## config.mk

```make
export PLATFORM = sky130hd
export DESIGN_NAME = rtdr_top
export DESIGN_NICKNAME = d
export VERILOG_FILES = /design/src/common/rtdr_pkg.sv /design/src/hw/bscan_emul.sv /design/src/hw/rtdr_top.sv /design/src/rtdr/rtdr_cell.sv /design/src/rtdr/rtdr_ctrl.sv
export VERILOG_INCLUDE_DIRS = /design/src /design/src/common
export SDC_FILE = /design/constraint.sdc
export NUM_CORES = 1
export LEC_CHECK = 0
export BUFFER_PORTS_ARGS = -buffer_cell sky130_fd_sc_hd__buf_4
export CAP_MARGIN = 20
export CORE_UTILIZATION = 45
export DETAILED_ROUTE_END_ITERATION = 6
export GPL_TIMING_DRIVEN = 1
export PLACE_DENSITY_LB_ADDON = 0.05
export SYNTH_ARGS = -nofsm -noshare
export SYNTH_HDL_FRONTEND = slang
export SYNTH_SLANG_ARGS = --single-unit
```

## constraint.sdc

```tcl
create_clock -name ftap_tck -period 1.87 [get_ports ftap_tck]
set_input_delay 0.374 -clock ftap_tck [delete_from_list [all_inputs] [get_ports ftap_tck]]
set_output_delay 0.374 -clock ftap_tck [all_outputs]
set_load 0.02 [all_outputs]
```

## src/common/rtdr_cfg.svh

```systemverilog
// Size macros for the remote TDR bank and the boundary-scan chain model
`ifndef RTDR_CFG_SVH
`define RTDR_CFG_SVH

// ---------------------------------------------------------------------------
// Remote register bank
// ---------------------------------------------------------------------------
// Number of remote data registers behind the TAP
`define RTDR_NUM 3
// Bits per remote register
`define RTDR_WIDTH 8
// Value of shift and shadow stages out of reset
`define RTDR_RST_VAL {(`RTDR_WIDTH){1'b0}}

// ---------------------------------------------------------------------------
// Boundary-scan chain model
// ---------------------------------------------------------------------------
// Chain length, TDI enters at the top bit
`define BSCAN_LEN 3

`endif

```

## src/common/rtdr_pkg.sv

```systemverilog
// Package with the per-cell strobe struct, register word and decode types
`include "rtdr_cfg.svh"

package rtdr_pkg;

   // ------------------------------------------------------------------------
   // Strobes as seen by one remote register
   // ------------------------------------------------------------------------
   // At most one field is high in any cycle
   typedef struct packed
   {
      // Load shift stage from shadow stage
      logic capture;
      // Shift right, TDI into MSB
      logic shift;
      // Load shadow stage from shift stage
      logic update;
   } rtdr_ctrl_t;

   // ------------------------------------------------------------------------
   // Data and decode
   // ------------------------------------------------------------------------
   // One remote register word
   typedef logic [`RTDR_WIDTH-1:0] rtdr_word_t;

   // One-hot register select from the instruction decode
   typedef logic [`RTDR_NUM-1:0] rtdr_sel_t;

endpackage

```

## src/hw/bscan_emul.sv

```systemverilog
// Boundary-scan chain model with run-BIST bit and its own serial output
`timescale 1ns/10ps
`include "rtdr_cfg.svh"

module bscan_emul
(
   input  logic ftap_tck,
   input  logic tap_rtdr_prog_rst_b,
   input  logic ftap_tdi,
   input  logic stap_fbscan_shiftdr,
   input  logic stap_fbscan_runbist_en,
   output logic stap_abscan_tdo
);

   // Chain, bit 0 is the serial output end
   logic [`BSCAN_LEN-1:0] scan_q;
   // Run-BIST capture bit
   logic                  runbist_q;

   // ------------------------------------------------------------------------
   // Boundary chain
   // ------------------------------------------------------------------------
   // Shifts toward bit 0, TDI in at the top
   always_ff @(posedge ftap_tck or negedge tap_rtdr_prog_rst_b)
   begin
      if (!tap_rtdr_prog_rst_b)
      begin
         scan_q <= '0;
      end
      else if (stap_fbscan_shiftdr)
      begin
         scan_q <= {ftap_tdi, scan_q[`BSCAN_LEN-1:1]};
      end
   end

   // ------------------------------------------------------------------------
   // Run-BIST bit
   // ------------------------------------------------------------------------
   // Samples TDI on every edge while enabled
   always_ff @(posedge ftap_tck or negedge tap_rtdr_prog_rst_b)
   begin
      if (!tap_rtdr_prog_rst_b)
      begin
         runbist_q <= 1'b0;
      end
      else if (stap_fbscan_runbist_en)
      begin
         runbist_q <= ftap_tdi;
      end
   end

   // ------------------------------------------------------------------------
   // Serial output
   // ------------------------------------------------------------------------
   // Run-BIST takes over the output while enabled
   assign stap_abscan_tdo = stap_fbscan_runbist_en ? runbist_q : scan_q[0];

endmodule

```

## src/hw/rtdr_top.sv

```systemverilog
// Top level joining strobe control, remote register bank and scan chain model
`timescale 1ns/10ps
`include "rtdr_cfg.svh"

module rtdr_top
(
   input  logic                                  ftap_tck,
   input  logic                                  tap_rtdr_prog_rst_b,
   input  logic                                  tap_rtdr_tdi,
   input  logic                                  tap_rtdr_capture,
   input  logic                                  tap_rtdr_shift,
   input  logic                                  tap_rtdr_update,
   input  logic                                  tap_rtdr_selectir,
   input  rtdr_pkg::rtdr_sel_t                   tap_rtdr_irdec,
   input  logic                                  stap_fbscan_shiftdr,
   input  logic                                  stap_fbscan_runbist_en,
   output logic                                  rtdr_tap_tdo,
   output rtdr_pkg::rtdr_word_t [`RTDR_NUM-1:0]  rtdr_tdr_out,
   output logic                                  stap_abscan_tdo
);

   import rtdr_pkg::*;

   // Per-cell strobes from control
   rtdr_ctrl_t [`RTDR_NUM-1:0] cell_ctrl;
   // Per-cell serial outputs back to control
   logic [`RTDR_NUM-1:0]       cell_tdo;

   // ------------------------------------------------------------------------
   // Strobe control and TDO select
   // ------------------------------------------------------------------------
   rtdr_ctrl i_rtdr_ctrl
   (
      .ftap_tck            (ftap_tck),
      .tap_rtdr_prog_rst_b (tap_rtdr_prog_rst_b),
      .tap_rtdr_capture    (tap_rtdr_capture),
      .tap_rtdr_shift      (tap_rtdr_shift),
      .tap_rtdr_update     (tap_rtdr_update),
      .tap_rtdr_selectir   (tap_rtdr_selectir),
      .tap_rtdr_irdec      (tap_rtdr_irdec),
      .cell_tdo            (cell_tdo),
      .cell_ctrl           (cell_ctrl),
      .rtdr_tap_tdo        (rtdr_tap_tdo)
   );

   // ------------------------------------------------------------------------
   // Remote register bank
   // ------------------------------------------------------------------------
   // All cells share the bussed TDI
   for (genvar i = 0; i < `RTDR_NUM; i++)
   begin : g_cell
      rtdr_cell i_rtdr_cell
      (
         .ftap_tck            (ftap_tck),
         .tap_rtdr_prog_rst_b (tap_rtdr_prog_rst_b),
         .tap_rtdr_tdi        (tap_rtdr_tdi),
         .cell_ctrl           (cell_ctrl[i]),
         .cell_tdo            (cell_tdo[i]),
         .tdr_out             (rtdr_tdr_out[i])
      );
   end

   // ------------------------------------------------------------------------
   // Boundary-scan chain model
   // ------------------------------------------------------------------------
   // Independent of the decode, same TDI
   bscan_emul i_bscan_emul
   (
      .ftap_tck               (ftap_tck),
      .tap_rtdr_prog_rst_b    (tap_rtdr_prog_rst_b),
      .ftap_tdi               (tap_rtdr_tdi),
      .stap_fbscan_shiftdr    (stap_fbscan_shiftdr),
      .stap_fbscan_runbist_en (stap_fbscan_runbist_en),
      .stap_abscan_tdo        (stap_abscan_tdo)
   );

endmodule

```

## src/rtdr/rtdr_cell.sv

```systemverilog
// One remote data register with shift stage, shadow stage and serial output
`timescale 1ns/10ps
`include "rtdr_cfg.svh"

module rtdr_cell
(
   input  logic                 ftap_tck,
   input  logic                 tap_rtdr_prog_rst_b,
   input  logic                 tap_rtdr_tdi,
   input  rtdr_pkg::rtdr_ctrl_t cell_ctrl,
   output logic                 cell_tdo,
   output rtdr_pkg::rtdr_word_t tdr_out
);

   import rtdr_pkg::*;

   // Serial shift stage
   rtdr_word_t shift_q;
   // Parallel shadow stage, seen outside the block
   rtdr_word_t shadow_q;

   // ------------------------------------------------------------------------
   // Shift and shadow stages
   // ------------------------------------------------------------------------
   always_ff @(posedge ftap_tck or negedge tap_rtdr_prog_rst_b)
   begin
      if (!tap_rtdr_prog_rst_b)
      begin
         shift_q  <= `RTDR_RST_VAL;
         shadow_q <= `RTDR_RST_VAL;
      end
      else if (cell_ctrl.capture)
      begin
         // Shadow contents go out on the next scan
         shift_q <= shadow_q;
      end
      else if (cell_ctrl.shift)
      begin
         // Move right, new bit at the MSB
         shift_q <= {tap_rtdr_tdi, shift_q[`RTDR_WIDTH-1:1]};
      end
      else if (cell_ctrl.update)
      begin
         shadow_q <= shift_q;
      end
   end

   // ------------------------------------------------------------------------
   // Outputs
   // ------------------------------------------------------------------------
   // LSB leaves first
   assign cell_tdo = shift_q[0];
   assign tdr_out  = shadow_q;

endmodule

```

## src/rtdr/rtdr_ctrl.sv

```systemverilog
// Strobe gating, strobe priority and TDO select for the remote TDR bank
`timescale 1ns/10ps
`include "rtdr_cfg.svh"

module rtdr_ctrl
(
   input  logic                                  ftap_tck,
   input  logic                                  tap_rtdr_prog_rst_b,
   input  logic                                  tap_rtdr_capture,
   input  logic                                  tap_rtdr_shift,
   input  logic                                  tap_rtdr_update,
   input  logic                                  tap_rtdr_selectir,
   input  rtdr_pkg::rtdr_sel_t                   tap_rtdr_irdec,
   input  logic [`RTDR_NUM-1:0]                  cell_tdo,
   output rtdr_pkg::rtdr_ctrl_t [`RTDR_NUM-1:0]  cell_ctrl,
   output logic                                  rtdr_tap_tdo
);

   import rtdr_pkg::*;

   // DR strobes allowed only outside an IR scan
   logic       dr_en;
   // Strobes after blocking and priority
   logic       cap_g;
   logic       shf_g;
   logic       upd_g;
   // Decode latched at capture
   rtdr_sel_t  irdec_q;
   // Decode that steers TDO this cycle
   rtdr_sel_t  tdo_sel;

   // ------------------------------------------------------------------------
   // Strobe blocking and priority
   // ------------------------------------------------------------------------
   assign dr_en = ~tap_rtdr_selectir;

   // Capture wins over shift, shift wins over update
   assign cap_g = tap_rtdr_capture & dr_en;
   assign shf_g = tap_rtdr_shift & dr_en & ~tap_rtdr_capture;
   assign upd_g = tap_rtdr_update & dr_en & ~tap_rtdr_capture & ~tap_rtdr_shift;

   // Fan out to each cell, qualified by its decode bit
   always_comb
   begin
      for (int i = 0; i < `RTDR_NUM; i++)
      begin
         cell_ctrl[i].capture = cap_g & tap_rtdr_irdec[i];
         cell_ctrl[i].shift   = shf_g & tap_rtdr_irdec[i];
         cell_ctrl[i].update  = upd_g & tap_rtdr_irdec[i];
      end
   end

   // ------------------------------------------------------------------------
   // Decode register
   // ------------------------------------------------------------------------
   // Holds the selection of the scan in progress
   always_ff @(posedge ftap_tck or negedge tap_rtdr_prog_rst_b)
   begin
      if (!tap_rtdr_prog_rst_b)
      begin
         irdec_q <= '0;
      end
      else if (cap_g)
      begin
         irdec_q <= tap_rtdr_irdec;
      end
   end

   // ------------------------------------------------------------------------
   // TDO select
   // ------------------------------------------------------------------------
   // Registered decode during shift keeps TDO steady through the scan
   assign tdo_sel = shf_g ? irdec_q : tap_rtdr_irdec;

   // Zero during IR scan or with nothing decoded
   assign rtdr_tap_tdo = dr_en & (|tap_rtdr_irdec) & (|(tdo_sel & cell_tdo));

endmodule

```

==> results_dict.tcl, run 1 <==
set metrics [dict create \
    fp.dieArea_um2 5400 \
    grt_pass1_wl_mm 7.90 \
    die_w_um 73.5 \
    via_count 1650 \
    synthFlopType "dfrtp_1" \
    fin_ws_ns 0.00179 \
    synth_cells 191 \
    r2r_slack_ns 1.03 \
    timing.hold.ws_ns 0.0869 \
    synth-seq-cells 55 \
    nFillCells 404 \
    post-synth-top-area-fraction_pct 59.8 \
    arrival_ns 1.49 \
    port_buffers 37 \
    crit_fanout 3 \
    yosysSeqAreaShare_pct 59.8 \
    synthTopCellsByArea "dfrtp_1, mux2_2, o22ai_1" \
    crit_path_start_kind "primary input" \
    max_slew_margin_pct 31.9 \
    grt_usage_pct 19.8 \
    grt_max_degree 56 \
    post_cts_buffers 0 \
    min_path_type "in2async" \
    clkSinkCount 55 \
    overflow 0 \
    htree_levels 2 \
    place_congestion 0.905 \
    ys_warn_count 0 \
    synth_edf_count 0 \
    cts_buffer_depth 2 \
    numCtsBuffers 5 \
    endpoint_kind "output pin" \
    drtIter0Drc 98 \
    route.final.wire_length_mm 4.87 \
    drv_slew 0 \
    dr.pass1.iters 4 \
    maxCapViolCount 0 \
    finalSetupViolations 0 \
    antenna_found_initial 0 \
    total_power_uw 3010 \
    pin_count 38 \
    utilization_pct 59.0 \
    avgSynthCellArea_um2 12.0 \
    peakVddDrop_uv 577 \
    drc_errors 0 \
    diodes 0 \
    clk_pin_slew_ns 0.10 \
    period_needed_ns 1.87 \
    hpwlAfterDp_mm 3.31 \
    final_area_um2 2840 \
    dieHeight_um 73.5 \
    grt_pass1_vias 1620 \
    required_ns 1.50 \
    clock_skew_ns 0.00335 \
    period_share_pct 99.9 \
    ant_nets 0 \
    syn_area_um2 2300 \
    layout-area-overhead-vs-synth_pct 23.5 \
    yosysTopAreaCell "dfrtp_1" \
    p_leak_uw 0.00135 \
    routedWlPerCell_um 16.2 \
    rsz0062_at_grt "yes" \
    cts_root_buffer "clkbuf_8" \
    start_util_pct 47.8 \
    worst_pin_slew_ns 1.01 \
    dpl_worst_slack_ns -0.0802 \
    tritoncts "done" \
    syn_nets 203 \
    pwr_density_cell_nw_per_um2 1060 \
    status "finished clean" \
    clk_latency_ns 0.30 \
    max_freq_ghz 0.535 \
    place_area_um2 2670 \
    ys_types 24 \
    drive_above_1_share_pct 38.9 \
    finalHoldViolCount 0 \
    criticalPathCategory "in2out" \
    async_reset_ff_share_pct 100 \
    avgViaCountPerCell 5.48 \
    nets 245 \
    fp.coreArea_um2 4820 \
    rows 25 \
]
critical path: stages:
cell	delay, ns
buf_6	0.10
nor3b_4	0.25
mux2_2	0.37
a22oi_2	0.13
a211oi_2	0.10
buf_4	0.17
layout by cell type (no fill, tap or decap), types with 2 or more instances in the layout:
master / count
dfrtp_1: 55
buf_4: 42
mux2_2: 30
o22ai_1: 24
nand2_1: 24
o21ai_0: 16
o21ai_1: 8
clkbuf_8: 5
nor2b_1: 3
and2_1: 3
a21o_1: 3
mux2_4: 2
nand3_1: 2
o21ai_2: 2
bufinv_16: 2
flip-flops by register name, summed over array words and instances (netlist names):
name,flops
g_cell.i_rtdr_cell.shift_q,24
g_cell.i_rtdr_cell.tdr_out,24
i_bscan_emul.scan_q,3
i_rtdr_ctrl.irdec_q,3
i_bscan_emul.runbist_q,1
metrics by stage:
step | setup TNS [ns] | std cells
after floorplan | 0 | 191
after detailed placement | -0.0828 | 293
after global routing | -0.0679 | 301
after CTS | 0 | 301
final | 0 | 301
after global placement | -0.0483 | 293
kinds of logic after synthesis:
logic type | Yosys count | share of synthesized area [%]
buffers and inverters | 10 | 2.17
DFF | 55 | 59.8
and+or+nand+nor | 39 | 8.21
AOI/OAI and AO/OA | 55 | 14.1
muxes | 32 | 15.7
synthesized netlist by cell type (all sizes together) (2+ instances only):
library cell and instances:
nor2b 3, nand2 25, o21ai 26, mux2 32, clkbuf 4, and2 3
buf 5, o22ai 24, dfrtp 55, a21o 3, nand3 2
area by class of cell:
cell class | instances | area, um^2 | area share (%)
Sequential cell | 55 | 1380 | 48.4
Multi-Input combinational cell | 126 | 901 | 31.7
Timing Repair Buffer | 44 | 342 | 12.0
Tap cell | 67 | 83.8 | 2.95
Clock buffer | 5 | 68.8 | 2.42
Clock inverter | 3 | 67.6 | 2.38
Inverter | 1 | 3.75 | 0.132
worst paths after layout:
| check | startpoint | to | cells past startpoint |
|---|---|---|---|
| max | tap_rtdr_selectir | rtdr_tap_tdo | 6 |
| max reg2reg | g_cell[0].i_rtdr_cell.tdr_out[4]$_DFFE_PN0P_ | g_cell[0].i_rtdr_cell.shift_q[4]$_DFFE_PN0P_ | 2 |
| max in group asynchronous | tap_rtdr_prog_rst_b | g_cell[0].i_rtdr_cell.shift_q[7]$_DFFE_PN0P_ | 1 |
| min reg2reg | i_rtdr_ctrl.irdec_q[2]$_DFFE_PN0N_ | i_rtdr_ctrl.irdec_q[2]$_DFFE_PN0N_ | 1 |
| min in group ftap_tck | stap_fbscan_runbist_en | i_bscan_emul.runbist_q$_DFFE_PN0P_ | 2 |
| min | tap_rtdr_prog_rst_b | g_cell[1].i_rtdr_cell.shift_q[4]$_DFFE_PN0P_ | 1 |
power breakdown:
group / internal, uW / switching [uW] / leakage, uW
combinational: 287 / 308 / 0.000553
clock: 534 / 382 / 0.0000644
sequential: 1360 / 137 / 0.000732
total: 2190 / 827 / 0.00135
metal layers:
layer	track usage [%]	routed length [um]	vias to the layer above
met5	0	0	-
met4	7.05	72	0
met3	5.49	202	7
met2	31.2	2330	41
met1	26.2	2270	822
li1	-	-	780
repair_timing:
item | in CTS | in global routing
pin swaps | 4 | 2
hold buffers | 0 | 0
cloned | 0 | 0
resized for setup | 9 | 0
setup endpoints to repair | 1 | 1
hold endpoints to repair | 0 | 0
No activity file was read; power rests on OpenSTA's default activity.
==> run 2, diff against run 1 <==
- ABC_AREA: default -> 1
- SLEW_MARGIN: default -> 20
==> run 2 against run 1 <==
Against the previous run: sequential cell count is the same; fmax rose by 13%; setup slack better by 0.22 ns; synthesized cell count increased by 36%; critical path depth increased by 3; cell count increased by 23%; non-clock buffer count fell by 1; count of clock-buffer cells in the layout grew 2; synthesized area is 3.4% higher; power is 1.1% lower; critical path type unchanged; critical endpoint unchanged; largest cell class unchanged; largest power group unchanged; highest routed layer unchanged.
==> results_dict.tcl, run 2 <==
set metrics [dict create \
    status "finished clean" \
    htree_levels 2 \
    dieHeight_um 74.7 \
    place_area_um2 2750 \
    min_path_type "in2async" \
    critPathMaxStageDelay_ns 0.15 \
    finalHoldViolCount 0 \
    synth_common_cells "dfrtp_1, nand2_1, o21ai_0" \
    cts_resized 0 \
    syn_area_um2 2380 \
    fin_cells 371 \
    max_slew_margin_pct 45.5 \
    antenna_found_initial 0 \
    cts_root_buffer "clkbuf_8" \
    yosysTopAreaCell "dfrtp_1" \
    drive_above_1_share_pct 18.9 \
    fp.coreArea_um2 5110 \
    clkSinkCount 55 \
    post-synth-top-area-fraction_pct 57.8 \
    post_cts_buffers 0 \
    crit_path_start_kind "primary input" \
    synth_edf_count 0 \
    yosysSeqAreaShare_pct 57.8 \
    crit_top_cell "nand3_1" \
    max_freq_ghz 0.606 \
    total_power_uw 2980 \
    period_share_pct 88.3 \
    slowest_stage "inv_1" \
    ys_types 17 \
    period_needed_ns 1.65 \
    synth-seq-cells 55 \
    port_buffers 37 \
    clk_pin_slew_ns 0.10 \
    fin_setup_tns_ns 0 \
    dr.pass1.iters 4 \
    crit_chain "buf_4 > inv_1 > nand3_1 > nand2_1 > nand3_1 > nand3_1 > nand2_1 > inv_1 > buf_4" \
    drv_slew 0 \
    clock_skew_ns 0.00746 \
    crit_fanout 6 \
    pin_count 38 \
    hpwlAfterDp_mm 3.15 \
    grt_usage_pct 18.5 \
    pwr_density_cell_nw_per_um2 1050 \
    place_inst 363 \
    overflow 0 \
    fp.dieArea_um2 5580 \
    avgViaCountPerCell 4.96 \
    synth_cells 259 \
    routedWlPerCell_um 12.5 \
    final_cell_mix "nand2_1, dfrtp_1, o21ai_0" \
    p_leak_uw 0.00142 \
    required_ns 1.50 \
    cts_buffer_depth 2 \
    via_count 1842 \
    final_area_um2 2840 \
    synthTopCellsByArea "dfrtp_1, o21ai_0, nand2_1" \
    timing.hold.ws_ns 0.0878 \
    place_congestion 0.792 \
    endpoint_kind "output pin" \
    holdBufCountCts 0 \
    nets 312 \
    peakVddDrop_uv 510 \
    ys_warn_count 0 \
    die_w_um 74.7 \
    rsz0062_at_grt "no" \
    synthFlopType "dfrtp_1" \
    criticalPathCategory "in2out" \
    drc_errors 0 \
    numCtsBuffers 5 \
    route.final.wire_length_mm 4.65 \
    grt_max_degree 56 \
    async_reset_ff_share_pct 100 \
    worst_pin_slew_ns 0.813 \
    finalSetupViolations 0 \
    layout-area-overhead-vs-synth_pct 19.3 \
    grt_pass1_vias 1600 \
    syn_nets 271 \
    maxCapViolCount 0 \
    diodes 0 \
    drtIter0Drc 72 \
    arrival_ns 1.28 \
    clk_latency_ns 0.31 \
    avgSynthCellArea_um2 9.19 \
    ant_nets 0 \
    grt_pass1_wl_mm 7.63 \
    start_util_pct 46.6 \
    tritoncts "done" \
    rows 26 \
]
==> run 2: kinds of logic (layout without fill, tap and decap cells) <==
logic type / after synthesis / count (layout) / share of synthesized area (%)
compound gates: 81 / 81 / 19.6
buf+inv: 46 / 88 / 7.73
flops: 55 / 55 / 57.8
simple gates: 77 / 77 / 14.8
==> run 2: power breakdown <==
group          leakage, uW  switching [uW]  internal, uW  total [uW]
clock network    0.0000484             376           304         681
logic             0.000674             455           303         758
registers         0.000702             127          1410        1540
==> run 2: worst max-delay path, delay by kind of cell <==
kind / cells / cell delay [ns]
buf+inv: 4 / 0.45
simple gates: 5 / 0.46
==> run 2: metrics by stage <==
stage | util, % | setup slack (ns)
floorplan | - | 0.406
global placement | 53.7 | 0.229
detailed placement | 53.7 | 0.219
CTS | 55.6 | 0.245
global route | 55.6 | 0.134
finish | 55.6 | 0.220
==> run 2: layout make-up <==
class                      instances  area, um^2
fill                             470        2270
sequential                        55        1380
multi-input combinational        158         820
timing repair buffer              43         323
inverter                          37         139
tap                               70        87.6
clock buffer                       7        86.3
clock inverter                     1        8.76
==> run 2: metal layers <==
layer  track usage [%]  vias up  wire, um
met5                 0        -         0
met2              27.6       50      2030
met3              4.28        5       221
li1                  -      947         -
met4              5.66        0        60
met1              26.8      840      2340
==> run 2: final timing paths <==
path | start | endpoint | slack [ns] | cells past startpoint
worst max-delay path | tap_rtdr_capture | rtdr_tap_tdo | 0.22 | 9
worst min-delay path | tap_rtdr_prog_rst_b | g_cell[2].i_rtdr_cell.shift_q[4]$_DFFE_PN0P_ | 0.09 | 1
worst max register to register | g_cell[0].i_rtdr_cell.shift_q[4]$_DFFE_PN0P_ | g_cell[0].i_rtdr_cell.shift_q[3]$_DFFE_PN0P_ | 1.01 | 4
worst min register to register | i_bscan_emul.scan_q[1]$_DFFE_PN0P_ | i_bscan_emul.scan_q[0]$_DFFE_PN0P_ | 0.49 | 2
max in group asynchronous | tap_rtdr_prog_rst_b | g_cell[2].i_rtdr_cell.tdr_out[6]$_DFFE_PN0P_ | 1.31 | 1
min in group ftap_tck | stap_fbscan_runbist_en | i_bscan_emul.runbist_q$_DFFE_PN0P_ | 0.25 | 2
